File: config.mk
export PLATFORM = sky130hd
export DESIGN_NAME = camera_display_top
export DESIGN_NICKNAME = d
export VERILOG_FILES = /design/src/hdl/sensor_pkg.sv /design/src/hdl/video_pkg.sv /design/src/hdl/camera_display_top.sv /design/src/hdl/pixel_formatter.sv /design/src/hdl/sensor_power_seq.sv /design/src/hdl/status_leds.sv /design/src/hdl/video_timing_gen.sv
export SDC_FILE = /design/constraint.sdc
export NUM_CORES = 1
export LEC_CHECK = 0
export BUFFER_PORTS_ARGS = -buffer_cell sky130_fd_sc_hd__buf_2
export CORE_MARGIN = 10
export CORE_UTILIZATION = 30
export DETAILED_ROUTE_END_ITERATION = 16
export GPL_TIMING_DRIVEN = 0
export PLACE_DENSITY = 0.5
export SKIP_LAST_GASP = 1
export SLEW_MARGIN = 20
export SYNTH_ARGS = -nofsm -noshare
export SYNTH_HDL_FRONTEND = slang
export SYNTH_SLANG_ARGS = --single-unit
File: constraint.sdc
create_clock -name clk -period 1.95 [get_ports clk]
set_input_delay 0.195 -clock clk [delete_from_list [all_inputs] [get_ports clk]]
set_output_delay 0.195 -clock clk [all_outputs]
set_load 0.005 [all_outputs]
File: src/hdl/sensor_pkg.sv
package sensor_pkg;

    // sequencing defaults, in clk cycles
    localparam int DEF_RESET_HOLD_CYCLES   = 100_000;     // sensor held in reset
    localparam int DEF_CONFIG_DELAY_CYCLES = 50_000_000;  // register setup may start

    localparam int FRAME_CNT_BITS = 5;  // msb drives the blink led
    localparam int LED_COUNT      = 4;

    typedef enum logic [1:0] {
        ST_HOLD_RESET,   // cmos_rst_n low
        ST_WAIT_CONFIG,  // out of reset, not yet configured
        ST_READY         // configuration may run
    } power_state_t;

    // bit positions inside state_led
    typedef enum logic [1:0] {
        LED_MEM_CALIB    = 2'd0,
        LED_PLL_LOCK     = 2'd1,
        LED_SENSOR_READY = 2'd2,
        LED_FRAME_BLINK  = 2'd3
    } led_index_t;

endpackage

File: src/hdl/video_pkg.sv
package video_pkg;

    // 1280x720 timing, counts in pixel clocks and lines
    localparam logic [15:0] DEF_H_ACTIVE = 16'd1280;
    localparam logic [15:0] DEF_H_FP     = 16'd110;
    localparam logic [15:0] DEF_H_SYNC   = 16'd40;
    localparam logic [15:0] DEF_H_BP     = 16'd220;

    localparam logic [15:0] DEF_V_ACTIVE = 16'd720;
    localparam logic [15:0] DEF_V_FP     = 16'd5;
    localparam logic [15:0] DEF_V_SYNC   = 16'd5;
    localparam logic [15:0] DEF_V_BP     = 16'd20;

    localparam int COORD_BITS = 12;  // covers 0..4095

    // rgb565 field widths, red in the msbs
    localparam int RED_BITS     = 5;
    localparam int GREEN_BITS   = 6;
    localparam int BLUE_BITS    = 5;
    localparam int CHANNEL_BITS = 8;  // one output colour

    typedef logic [RED_BITS+GREEN_BITS+BLUE_BITS-1:0] rgb565_t;
    typedef logic [CHANNEL_BITS-1:0]                  color8_t;

endpackage

File: src/hdl/camera_display_top.sv
`timescale 1ns/1ps

module camera_display_top #(
    parameter int          RESET_HOLD_CYCLES   = sensor_pkg::DEF_RESET_HOLD_CYCLES,
    parameter int          CONFIG_DELAY_CYCLES = sensor_pkg::DEF_CONFIG_DELAY_CYCLES,
    parameter logic [15:0] H_ACTIVE            = video_pkg::DEF_H_ACTIVE,
    parameter logic [15:0] H_FP                = video_pkg::DEF_H_FP,
    parameter logic [15:0] H_SYNC              = video_pkg::DEF_H_SYNC,
    parameter logic [15:0] H_BP                = video_pkg::DEF_H_BP,
    parameter logic [15:0] V_ACTIVE            = video_pkg::DEF_V_ACTIVE,
    parameter logic [15:0] V_FP                = video_pkg::DEF_V_FP,
    parameter logic [15:0] V_SYNC              = video_pkg::DEF_V_SYNC,
    parameter logic [15:0] V_BP                = video_pkg::DEF_V_BP
) (
    input  logic                               clk,
    input  logic                               rst_n,
    input  logic                               cmos_vsync,
    input  logic                               mem_calib_done,
    input  logic                               pll_lock,
    input  video_pkg::rgb565_t                 pixel_data,   // from frame buffer reader
    output logic                               cmos_rst_n,
    output logic                               cmos_pwdn,
    output logic                               config_start,
    output logic [sensor_pkg::LED_COUNT-1:0]   state_led,
    output logic [video_pkg::COORD_BITS-1:0]   pixel_x,      // read address for frame buffer
    output logic [video_pkg::COORD_BITS-1:0]   pixel_y,
    output video_pkg::color8_t                 rgb_r,
    output video_pkg::color8_t                 rgb_g,
    output video_pkg::color8_t                 rgb_b,
    output logic                               rgb_hs,
    output logic                               rgb_vs,
    output logic                               rgb_de
);

    logic timing_hs;
    logic timing_vs;
    logic timing_de;

    sensor_power_seq #(
        .RESET_HOLD_CYCLES   (RESET_HOLD_CYCLES),
        .CONFIG_DELAY_CYCLES (CONFIG_DELAY_CYCLES)
    ) sensor_power_seq_inst (
        .clk          (clk),
        .rst_n        (rst_n),
        .cmos_rst_n   (cmos_rst_n),
        .cmos_pwdn    (cmos_pwdn),
        .sensor_ready (config_start)  // also lights the ready led
    );

    status_leds status_leds_inst (
        .clk            (clk),
        .rst_n          (rst_n),
        .cmos_vsync     (cmos_vsync),
        .mem_calib_done (mem_calib_done),
        .pll_lock       (pll_lock),
        .sensor_ready   (config_start),
        .state_led      (state_led)
    );

    video_timing_gen #(
        .H_ACTIVE (H_ACTIVE),
        .H_FP     (H_FP),
        .H_SYNC   (H_SYNC),
        .H_BP     (H_BP),
        .V_ACTIVE (V_ACTIVE),
        .V_FP     (V_FP),
        .V_SYNC   (V_SYNC),
        .V_BP     (V_BP)
    ) video_timing_gen_inst (
        .clk      (clk),
        .rst_n    (rst_n),
        .hs       (timing_hs),
        .vs       (timing_vs),
        .de       (timing_de),
        .active_x (pixel_x),
        .active_y (pixel_y)
    );

    pixel_formatter pixel_formatter_inst (
        .clk        (clk),
        .rst_n      (rst_n),
        .hs         (timing_hs),
        .vs         (timing_vs),
        .de         (timing_de),
        .pixel_data (pixel_data),
        .rgb_r      (rgb_r),
        .rgb_g      (rgb_g),
        .rgb_b      (rgb_b),
        .rgb_hs     (rgb_hs),
        .rgb_vs     (rgb_vs),
        .rgb_de     (rgb_de)
    );

endmodule

File: src/hdl/pixel_formatter.sv
`timescale 1ns/1ps

module pixel_formatter (
    input  logic               clk,
    input  logic               rst_n,
    input  logic               hs,
    input  logic               vs,
    input  logic               de,
    input  video_pkg::rgb565_t pixel_data,
    output video_pkg::color8_t rgb_r,
    output video_pkg::color8_t rgb_g,
    output video_pkg::color8_t rgb_b,
    output logic               rgb_hs,
    output logic               rgb_vs,
    output logic               rgb_de
);
    import video_pkg::*;

    localparam int RED_LSB   = GREEN_BITS + BLUE_BITS;
    localparam int GREEN_LSB = BLUE_BITS;

    color8_t red_exp;
    color8_t green_exp;
    color8_t blue_exp;

    // zero fill the low bits of each channel
    assign red_exp   = {pixel_data[RED_LSB +: RED_BITS], {(CHANNEL_BITS-RED_BITS){1'b0}}};
    assign green_exp = {pixel_data[GREEN_LSB +: GREEN_BITS], {(CHANNEL_BITS-GREEN_BITS){1'b0}}};
    assign blue_exp  = {pixel_data[0 +: BLUE_BITS], {(CHANNEL_BITS-BLUE_BITS){1'b0}}};

    always_ff @(posedge clk or negedge rst_n)
    begin
        if (!rst_n)
        begin
            rgb_r  <= '0;
            rgb_g  <= '0;
            rgb_b  <= '0;
            rgb_hs <= 1'b0;
            rgb_vs <= 1'b0;
            rgb_de <= 1'b0;
        end
        else
        begin
            rgb_r  <= de ? red_exp : '0;  // black outside active area
            rgb_g  <= de ? green_exp : '0;
            rgb_b  <= de ? blue_exp : '0;
            rgb_hs <= hs;  // same stage as colours
            rgb_vs <= vs;
            rgb_de <= de;
        end
    end

endmodule

File: src/hdl/sensor_power_seq.sv
`timescale 1ns/1ps

module sensor_power_seq #(
    parameter int RESET_HOLD_CYCLES   = sensor_pkg::DEF_RESET_HOLD_CYCLES,
    parameter int CONFIG_DELAY_CYCLES = sensor_pkg::DEF_CONFIG_DELAY_CYCLES
) (
    input  logic clk,
    input  logic rst_n,
    output logic cmos_rst_n,
    output logic cmos_pwdn,
    output logic sensor_ready
);
    import sensor_pkg::*;

    localparam logic [31:0] HOLD_COUNT   = RESET_HOLD_CYCLES;
    localparam logic [31:0] CONFIG_COUNT = CONFIG_DELAY_CYCLES;

    power_state_t state;
    power_state_t state_next;
    logic [31:0]  delay_cnt;

    assign cmos_pwdn = 1'b0;  // sensor never powered down

    always_comb
    begin
        state_next = state;
        case (state)
            ST_HOLD_RESET:
                if (delay_cnt == HOLD_COUNT)
                    state_next = ST_WAIT_CONFIG;
            ST_WAIT_CONFIG:
                if (delay_cnt == CONFIG_COUNT)
                    state_next = ST_READY;
            ST_READY:
                state_next = ST_READY;  // held until next reset
            default:
                state_next = ST_HOLD_RESET;
        endcase
    end

    // outputs decode the next state so they change on the same edge as state
    always_ff @(posedge clk or negedge rst_n)
    begin
        if (!rst_n)
        begin
            state        <= ST_HOLD_RESET;
            delay_cnt    <= '0;
            cmos_rst_n   <= 1'b0;
            sensor_ready <= 1'b0;
        end
        else
        begin
            state        <= state_next;
            cmos_rst_n   <= (state_next != ST_HOLD_RESET);
            sensor_ready <= (state_next == ST_READY);
            if (state_next != ST_READY)
                delay_cnt <= delay_cnt + 32'd1;  // frozen once ready
        end
    end

endmodule

File: src/hdl/status_leds.sv
`timescale 1ns/1ps

module status_leds (
    input  logic                           clk,
    input  logic                           rst_n,
    input  logic                           cmos_vsync,
    input  logic                           mem_calib_done,
    input  logic                           pll_lock,
    input  logic                           sensor_ready,
    output logic [sensor_pkg::LED_COUNT-1:0] state_led
);
    import sensor_pkg::*;

    logic                      vsync_meta;
    logic                      vsync_sync;
    logic                      vsync_prev;
    logic                      vsync_rise;
    logic [FRAME_CNT_BITS-1:0] frame_cnt;

    assign vsync_rise = vsync_sync & ~vsync_prev;

    always_ff @(posedge clk or negedge rst_n)
    begin
        if (!rst_n)
        begin
            vsync_meta <= 1'b0;
            vsync_sync <= 1'b0;
            vsync_prev <= 1'b0;
            frame_cnt  <= '0;
        end
        else
        begin
            vsync_meta <= cmos_vsync;  // sensor vsync is asynchronous
            vsync_sync <= vsync_meta;
            vsync_prev <= vsync_sync;
            if (vsync_rise)
                frame_cnt <= frame_cnt + 1'b1;
        end
    end

    // leds are active low, all dark in reset
    always_ff @(posedge clk or negedge rst_n)
    begin
        if (!rst_n)
            state_led <= '1;
        else
        begin
            state_led[LED_MEM_CALIB]    <= ~mem_calib_done;
            state_led[LED_PLL_LOCK]     <= ~pll_lock;
            state_led[LED_SENSOR_READY] <= ~sensor_ready;
            state_led[LED_FRAME_BLINK]  <= ~frame_cnt[FRAME_CNT_BITS-1];  // toggles every 16 frames
        end
    end

endmodule

File: src/hdl/video_timing_gen.sv
`timescale 1ns/1ps

module video_timing_gen #(
    parameter logic [15:0] H_ACTIVE = video_pkg::DEF_H_ACTIVE,
    parameter logic [15:0] H_FP     = video_pkg::DEF_H_FP,
    parameter logic [15:0] H_SYNC   = video_pkg::DEF_H_SYNC,
    parameter logic [15:0] H_BP     = video_pkg::DEF_H_BP,
    parameter logic [15:0] V_ACTIVE = video_pkg::DEF_V_ACTIVE,
    parameter logic [15:0] V_FP     = video_pkg::DEF_V_FP,
    parameter logic [15:0] V_SYNC   = video_pkg::DEF_V_SYNC,
    parameter logic [15:0] V_BP     = video_pkg::DEF_V_BP
) (
    input  logic                             clk,
    input  logic                             rst_n,
    output logic                             hs,
    output logic                             vs,
    output logic                             de,
    output logic [video_pkg::COORD_BITS-1:0] active_x,
    output logic [video_pkg::COORD_BITS-1:0] active_y
);
    import video_pkg::*;

    localparam logic [15:0] H_TOTAL    = H_ACTIVE + H_FP + H_SYNC + H_BP;
    localparam logic [15:0] V_TOTAL    = V_ACTIVE + V_FP + V_SYNC + V_BP;
    localparam logic [15:0] HS_START   = H_ACTIVE + H_FP;
    localparam logic [15:0] HS_END     = H_ACTIVE + H_FP + H_SYNC;  // first clock after pulse
    localparam logic [15:0] VS_START   = V_ACTIVE + V_FP;
    localparam logic [15:0] VS_END     = V_ACTIVE + V_FP + V_SYNC;

    logic [15:0] h_cnt;
    logic [15:0] v_cnt;
    logic        h_last;
    logic        v_last;

    assign h_last = (h_cnt == H_TOTAL - 16'd1);
    assign v_last = (v_cnt == V_TOTAL - 16'd1);

    // pixel and line counters
    always_ff @(posedge clk or negedge rst_n)
    begin
        if (!rst_n)
        begin
            h_cnt <= '0;
            v_cnt <= '0;
        end
        else if (h_last)
        begin
            h_cnt <= '0;
            v_cnt <= v_last ? 16'd0 : v_cnt + 16'd1;
        end
        else
        begin
            h_cnt <= h_cnt + 16'd1;
        end
    end

    // registered decodes, all one clock behind the counters
    always_ff @(posedge clk or negedge rst_n)
    begin
        if (!rst_n)
        begin
            hs       <= 1'b0;
            vs       <= 1'b0;
            de       <= 1'b0;
            active_x <= '0;
            active_y <= '0;
        end
        else
        begin
            hs       <= (h_cnt >= HS_START) && (h_cnt < HS_END);  // positive polarity
            vs       <= (v_cnt >= VS_START) && (v_cnt < VS_END);  // whole lines
            de       <= (h_cnt < H_ACTIVE) && (v_cnt < V_ACTIVE);
            active_x <= h_cnt[COORD_BITS-1:0];  // meaningful while de
            active_y <= v_cnt[COORD_BITS-1:0];
        end
    end

endmodule

=== After elaboration in Yosys (flattened, before gate mapping) ===
Cells that the tools add are included.

* Word-level logic and storage cells: 59
* Input bits: 21
* Output and inout bits: 58
* Register bits after elaboration: 134

* $lt $le $gt $ge: 6
* Equality and inequality tests: 8
* Add/sub/neg operators: 4
* Muxes and demuxes: 8
* Bitwise logic cells: 6
* Reductions and logical operators: 5

{| class="wikitable"
|+ Operators by type and width
! kind !! number
|-
| adder 16 x 1 -> 16 bit, second input constant || 2
|-
| adder 32 x 1 -> 32 bit, second input constant || 1
|-
| equality test 32 x 17 -> 1 bit, second input constant || 1
|-
| equality test 32 x 26 -> 1 bit, second input constant || 1
|-
| < comparator 16 x 10 -> 1 bit, second input constant || 2
|-
| < comparator 16 x 11 -> 1 bit, second input constant || 2
|-
| 2-to-1 mux 16 bit || 2
|-
| 2-to-1 mux 8 bit || 3
|-
| equality test 16 x 10 -> 1 bit, second input constant || 1
|-
| equality test 16 x 11 -> 1 bit, second input constant || 1
|-
| greater-or-equal comparator 16 x 10 -> 1 bit, second input constant || 1
|-
| greater-or-equal comparator 16 x 11 -> 1 bit, second input constant || 1
|-
| one-hot mux 2 bit (3 select lines) || 1
|-
| adder 5 x 1 -> 5 bit, second input constant || 1
|-
| inverter 1 bit || 5
|-
| equality test 2 bit, second input constant || 2
|-
| 2-to-1 mux 2 bit || 2
|-
| logical AND 1 bit || 3
|-
| equality test 2 x 1 -> 1 bit, second input constant || 1
|-
| logical NOT 2 bit || 1
|-
| inequality test 2 bit, second input constant || 1
|-
| nonzero test 2 bit || 1
|-
| bitwise AND 1 bit || 1
|}

=== Longest topological paths before layout ===
* Depth in word-level cells: 4
* Gate-level depth with buffers: 8
* Depth with buffers taken out: 7

=== Hierarchy ===
A second synthesis with hierarchy kept.

* Cell total of the unflattened synthesis: 466
* Area, all modules: 5378.9 µm²

{| class="wikitable"
|+ By module, submodules not included
! module !! cells each !! area each (µm²) !! sequential area each (µm²) !! times used
|-
| video_timing_gen || 230 || 2512.4 || 1476.4 || 1
|-
| sensor_power_seq || 165 || 1791.7 || 900.9 || 1
|-
| pixel_formatter || 45 || 665.6 || 475.5 || 1
|-
| status_leds || 26 || 409.1 || 305.3 || 1
|}

=== Least setup slack after synthesis ===
No wires, ideal clock.

* Path type: reg2reg
* From: register sensor_power_seq_inst.delay_cnt[0]
* To: register sensor_power_seq_inst.delay_cnt[1]
* Period minus slack after synthesis: 1.952 ns
* Path buffers: 0
* Cell stages (with the launch flop): 7
* Data required time: 1.825 ns
* Setup time: 0.125 ns
* Arrival: 1.827 ns
* Path slack: -0.002 ns
* Cell sequence: dfrtp_1 > inv_1 > ha_1 > nor4b_2 > nand4_2 > o41ai_4 > mux2_4

* Longest elaborated chain between the ends: 4
* Elaborated cells on any way between the ends: 7
* Those cells by class: 1 x add/sub; 3 x eq/ne; 3 x mux

{| class="wikitable"
|+ Ends and longest elaborated chain
! item !! line !! RTL
|-
| start, declared || sensor_power_seq.sv:20 || <nowiki>logic [31:0] delay_cnt;</nowiki>
|-
| start signal, assigned || sensor_power_seq.sv:57 || <nowiki>delay_cnt <= delay_cnt + 32'd1;</nowiki>
|-
| equality test 32 x 26 -> 1 bit or equality test 32 x 17 -> 1 bit (tied branches) || sensor_power_seq.sv:32, sensor_power_seq.sv:29 ||
|-
| 2-to-1 mux 2 bit, on equally long branches || sensor_power_seq.sv:32, sensor_power_seq.sv:29 ||
|-
| one-hot mux 2 bit (3 select lines) * || sensor_power_seq.sv:27 || <nowiki>case (state)</nowiki>
|-
| net sensor_power_seq_inst.state_next[1] || sensor_power_seq.sv:19 || <nowiki>power_state_t state_next;</nowiki>
|-
| inequality test 2 bit * || sensor_power_seq.sv:56 || <nowiki>if (state_next != ST_READY)</nowiki>
|}

The timed path passes the listed nets; every way through them passes the cells marked *.
A chain may end at the register's enable or synchronous reset.

=== Worst setup path in the final report ===
* From: register sensor_power_seq_inst.delay_cnt[5]
* To: register sensor_power_seq_inst.delay_cnt[1]

Same word-level chain as after synthesis.

==> metrics.log <==
[metrics] clock period minus worst slack: 2000 ps
[metrics] power dissipated by switching net loads: 1.30 mW
[metrics] via count of the first global-routing pass: 3887
[metrics] TritonCTS clock tree: built
[metrics] Clock Sinks: 126
[metrics] fill cell total of the finished layout: ~1.6k
[metrics] Final Hold Viols: 0
[metrics] power density cells: 920 nW/um2
[metrics] largest fanout on the critical path: 5
[metrics] number of nets at the end of the flow: 611
[metrics] part of the power in the clock network: a little over half
[metrics] number of standard-cell rows in the floorplan: 48
[metrics] floorplan die height: roughly 150 um
[metrics] number of instances in the synthesized netlist: 448
[metrics] aggregate routed wire length: ~12000 um
[metrics] CP max-delay cell: sky130_fd_sc_hd__dfrtp_2
[metrics] clock latency on the worst-skew pair: 410 ps
[metrics] post-synthesis cell type with the largest combined area: sky130_fd_sc_hd__dfrtp_1
[metrics] most common flop cell mapped by yosys: sky130_fd_sc_hd__dfrtp_1
[metrics] result of the run: finished, violations left
[metrics] startpoint types: flop
[metrics] Core Footprint: 17200 um2
[metrics] multi-input logic area: between 2000 and 2500 um2
[metrics] pin count of the biggest net entering global routing: 82
[metrics] average size of a mapped cell: roughly 12 um2
[metrics] top area cells in the synthesized netlist: sky130_fd_sc_hd__dfrtp_1, sky130_fd_sc_hd__xor2_1, sky130_fd_sc_hd__xnor2_1, sky130_fd_sc_hd__nand2_1, sky130_fd_sc_hd__and2_1
[metrics] clock root buffer: sky130_fd_sc_hd__clkbuf_16
[metrics] Synth async-reset ratio: between 90% and 100%
[metrics] leading cell type by number of instances after synthesis: sky130_fd_sc_hd__dfrtp_1
[metrics] total placed cells including tap cells: 751
[metrics] area added between synthesis and finish: 36.1%
[metrics] flip-flop and latch count after synthesis: 126
[metrics] TritonRoute pass-1 iters: 4
[metrics] Core Util, Final: 41.4%
[metrics] Worst setup startpoint: sensor_power_seq_inst.delay_cnt[5]
[metrics] worst path required time: ~2200 ps
[metrics] number of maximum-capacitance constraint violations: 0
[metrics] number of enable-type register cells in the synthesized netlist: 0
[metrics] Slew headroom: 60.5%
[metrics] first-iteration detailed-routing DRC count: 133
[metrics] violations in the final reports: setup timing
[metrics] worst clock skew: ~6.5 ps
[metrics] worst setup timing slack at the placement stage: -250 ps
[metrics] final-report max-slew violation count: 0
[metrics] most used standard cells in the synthesized netlist: sky130_fd_sc_hd__dfrtp_1, sky130_fd_sc_hd__nand2_1, sky130_fd_sc_hd__xor2_1, sky130_fd_sc_hd__nor2_1, sky130_fd_sc_hd__xnor2_1
[metrics] dominant delay contributor by cell family on the critical path: simple AND/OR/NAND/NOR gates
[metrics] R2R setup slack: -50 ps
[metrics] horizontal die dimension: between 150 and 200 um
[metrics] CP peak stage delay: 440 ps
[metrics] RR Endpoint: sensor_power_seq_inst.delay_cnt[1]
[metrics] count of boundary I/O pins: 79
[metrics] post-route worst setup slack: -47.3 ps
[metrics] Critical Path, Cell by Cell: nor4_4 > nand4_1 > o41ai_4 > buf_4 > mux2_4
[metrics] part of the Yosys area used for sequential elements: 60.2%
[metrics] LEAKAGE: 3.41 nW
[metrics] total gr overflow: 0
[metrics] number of buffer and inverter instances along the worst setup path: 1
[metrics] switching share of total power: roughly a fifth
[metrics] RSZ-0062 raised after global routing: true
[metrics] share of cells above drive strength 1: ~30%
[metrics] register clock-pin slew on the reported worst setup and hold paths: approximately 60 ps
[metrics] IO buf count: 69
[metrics] worst setup path end: sensor_power_seq_inst.delay_cnt[1]
[metrics] synthesized area: 5240 um2
[metrics] total negative setup slack: -47.3 ps
[metrics] ratio of routed vias to standard cells: 4.56
[metrics] Worst R2R Path Depth: 5
[metrics] antenna-violating nets left: 0
[metrics] fraction of the cycle the final worst path needs: 102%
[metrics] final cell count without fillers: about 820
[metrics] maximum clock path buffer count: 2
[metrics] number of distinct standard cells referenced by the synthesized netlist: between 40 and 50
[metrics] worst reg2reg path startpoint: sensor_power_seq_inst.delay_cnt[5]
[metrics] total track usage: 10.5%
[metrics] via total after detailed routing: 3746
[metrics] actual transition at the worst max-transition pin: 588 ps
[metrics] full die area: approximately 23000 um2
[metrics] crit path kind: flop to flop
[metrics] initial standard-cell utilization of the core: 30.4%
[metrics] peak clock frequency supported by timing: 501 MHz
[metrics] number of endpoints failing setup at the final stage: 1
[metrics] WHS: 62.2 ps
[metrics] portion of total power attributed to combinational logic: between 3 and 4%
[metrics] type of the worst min-delay path: input port to flop
[metrics] worst path arrival time: about 2300 ps
[metrics] initial antenna violation count: 1
[metrics] register share of total power: 42.0%
[metrics] level count of the clock H-tree: 4
[metrics] Sequential cell area: 3160 um2
[metrics] DRC: 0
[metrics] Worst IR Drop VDD: 0.589 mV
[metrics] wire length of the first global-routing pass: 20000 um
[metrics] HPWL Detailed: 8110 um
[metrics] number of CTS-inserted buffers: 17
[metrics] P_int: around 5.3 mW
[metrics] top-area cell type share of the netlist area: 58.2%
[metrics] number of cells on the critical path: 5
[metrics] GPL Wtd Cong: 0.779
[metrics] final routed wire length divided by cell count: 14.7 um
[metrics] Syn. warnings: 0
[metrics] endpoint kind of the worst setup timing path: flop
-- kinds of logic after synthesis --
group / share of synthesized area, %
AO/OA/AOI/OAI: 4.10
XOR/XNOR: 9.35
adder cells (fa/ha/maj): 1.91
buffers and inverters: 3.13
flip-flops: 60.2
multiplexers: 0.501
other: 0.0715
AND/OR/NAND/NOR: 20.7
-- layout by cell type, fill, tap and decap left out, types with 7 or more instances in the layout --
cell / synthesis / final
sky130_fd_sc_hd__a21oi_1: 9 / 7
sky130_fd_sc_hd__buf_2: 2 / 69
sky130_fd_sc_hd__nor2_1: 27 / 24
sky130_fd_sc_hd__o21ai_1: 0 / 9
sky130_fd_sc_hd__nand2_1: 37 / 35
sky130_fd_sc_hd__nand4_1: 15 / 15
sky130_fd_sc_hd__conb_1: 1 / 9
sky130_fd_sc_hd__and2_1: 18 / 18
sky130_fd_sc_hd__dlygate4sd3_1: 0 / 18
sky130_fd_sc_hd__buf_4: 9 / 30
sky130_fd_sc_hd__nand3_1: 22 / 21
sky130_fd_sc_hd__clkbuf_1: 5 / 7
sky130_fd_sc_hd__ha_1: 8 / 8
sky130_fd_sc_hd__inv_1: 15 / 15
sky130_fd_sc_hd__xor2_1: 30 / 30
sky130_fd_sc_hd__nor3_1: 15 / 13
sky130_fd_sc_hd__clkbuf_16: 0 / 17
sky130_fd_sc_hd__and3_1: 11 / 11
sky130_fd_sc_hd__nor4_2: 0 / 7
sky130_fd_sc_hd__dfrtp_1: 122 / 120
sky130_fd_sc_hd__xnor2_1: 26 / 25
-- metal layers --
metal | track usage, % | wire length, um | part of all wire, % | vias up
li1 | - | - | - | 1801
met3 | 3.22 | 378 | 3.1 | 12
met2 | 17.5 | 6320 | 52 | 53
met4 | 4.49 | 170 | 1.4 | 0
met5 | 0 | 0 | 0 | -
met1 | 12.2 | 5240 | 43 | 1880
-- worst reg2reg max path, cell delays in order, from the launching register on --
cell	delay (ps)
sky130_fd_sc_hd__dfrtp_2	440
sky130_fd_sc_hd__nor4_4	280
sky130_fd_sc_hd__nand4_1	260
sky130_fd_sc_hd__o41ai_4	400
sky130_fd_sc_hd__buf_4	200
sky130_fd_sc_hd__mux2_4	300
-- worst min path at each step --
stage	slack, ps	startpoint	end	cells after the start
detailed placement	110	rst_n	status_leds_inst.vsync_prev	1
global route	50	pixel_data[0]	pixel_formatter_inst.rgb_b[3]	2
CTS	50	pixel_data[15]	pixel_formatter_inst.rgb_r[7]	2
floorplan	-100	rst_n	pixel_formatter_inst.rgb_b[3]	0
global placement	310	mem_calib_done	status_leds_inst.state_led[0]	2
finish	60	pixel_data[0]	pixel_formatter_inst.rgb_b[3]	2
-- what timing repair did --
action,4_1_cts,5_1_grt
hold buffers,18,0
endpoints found under the setup margin,34,29
pin swaps,5,12
cloned,0,0
endpoints found under the hold margin,62,0
setup buffers,10,10
resized for setup,15,38
-- power by group through the flow --
stage | combinational [mW] | sequential [mW] | clock [mW]
final | 0.248 | 2.76 | 3.56
after global routing | 0.289 | 2.77 | 3.75
after CTS | 0.256 | 2.76 | 3.63
after global placement | 0.208 | 2.79 | 0
after floorplan | 0.0972 | 2.79 | 0
after detailed placement | 0.224 | 2.80 | 0
-- sequential cells by signal, indices dropped and copies added (netlist names), 2 cells and up --
name                             count
pixel_formatter_inst.rgb_b           5
pixel_formatter_inst.rgb_g           6
pixel_formatter_inst.rgb_r           5
sensor_power_seq_inst.delay_cnt     32
sensor_power_seq_inst.state          2
status_leds_inst.frame_cnt           5
status_leds_inst.state_led           4
video_timing_gen_inst.active_x      12
video_timing_gen_inst.active_y      12
video_timing_gen_inst.h_cnt         16
video_timing_gen_inst.v_cnt         16
-- through the flow --
stage	instance area, um2	power (mW)
finish	7140	6.57
global placement	5900	3.00
detailed placement	5940	3.02
floorplan	5270	2.89
CTS	6930	6.64
global route	7140	6.80
-- area by class of cell --
| cell class | instances | share of cell area (%) |
|---|---|---|
| antenna | 1 | 0.0351 |
| buffer | 16 | 1.51 |
| clock buffer | 22 | 6.36 |
| clock inverter | 10 | 2.94 |
| inverter | 15 | 0.789 |
| multi-input combinational | 298 | 30.2 |
| sequential | 126 | 44.3 |
| tap | 225 | 3.94 |
| timing repair buffer | 108 | 9.99 |
Note: power is estimated with default switching activity, not from simulation.
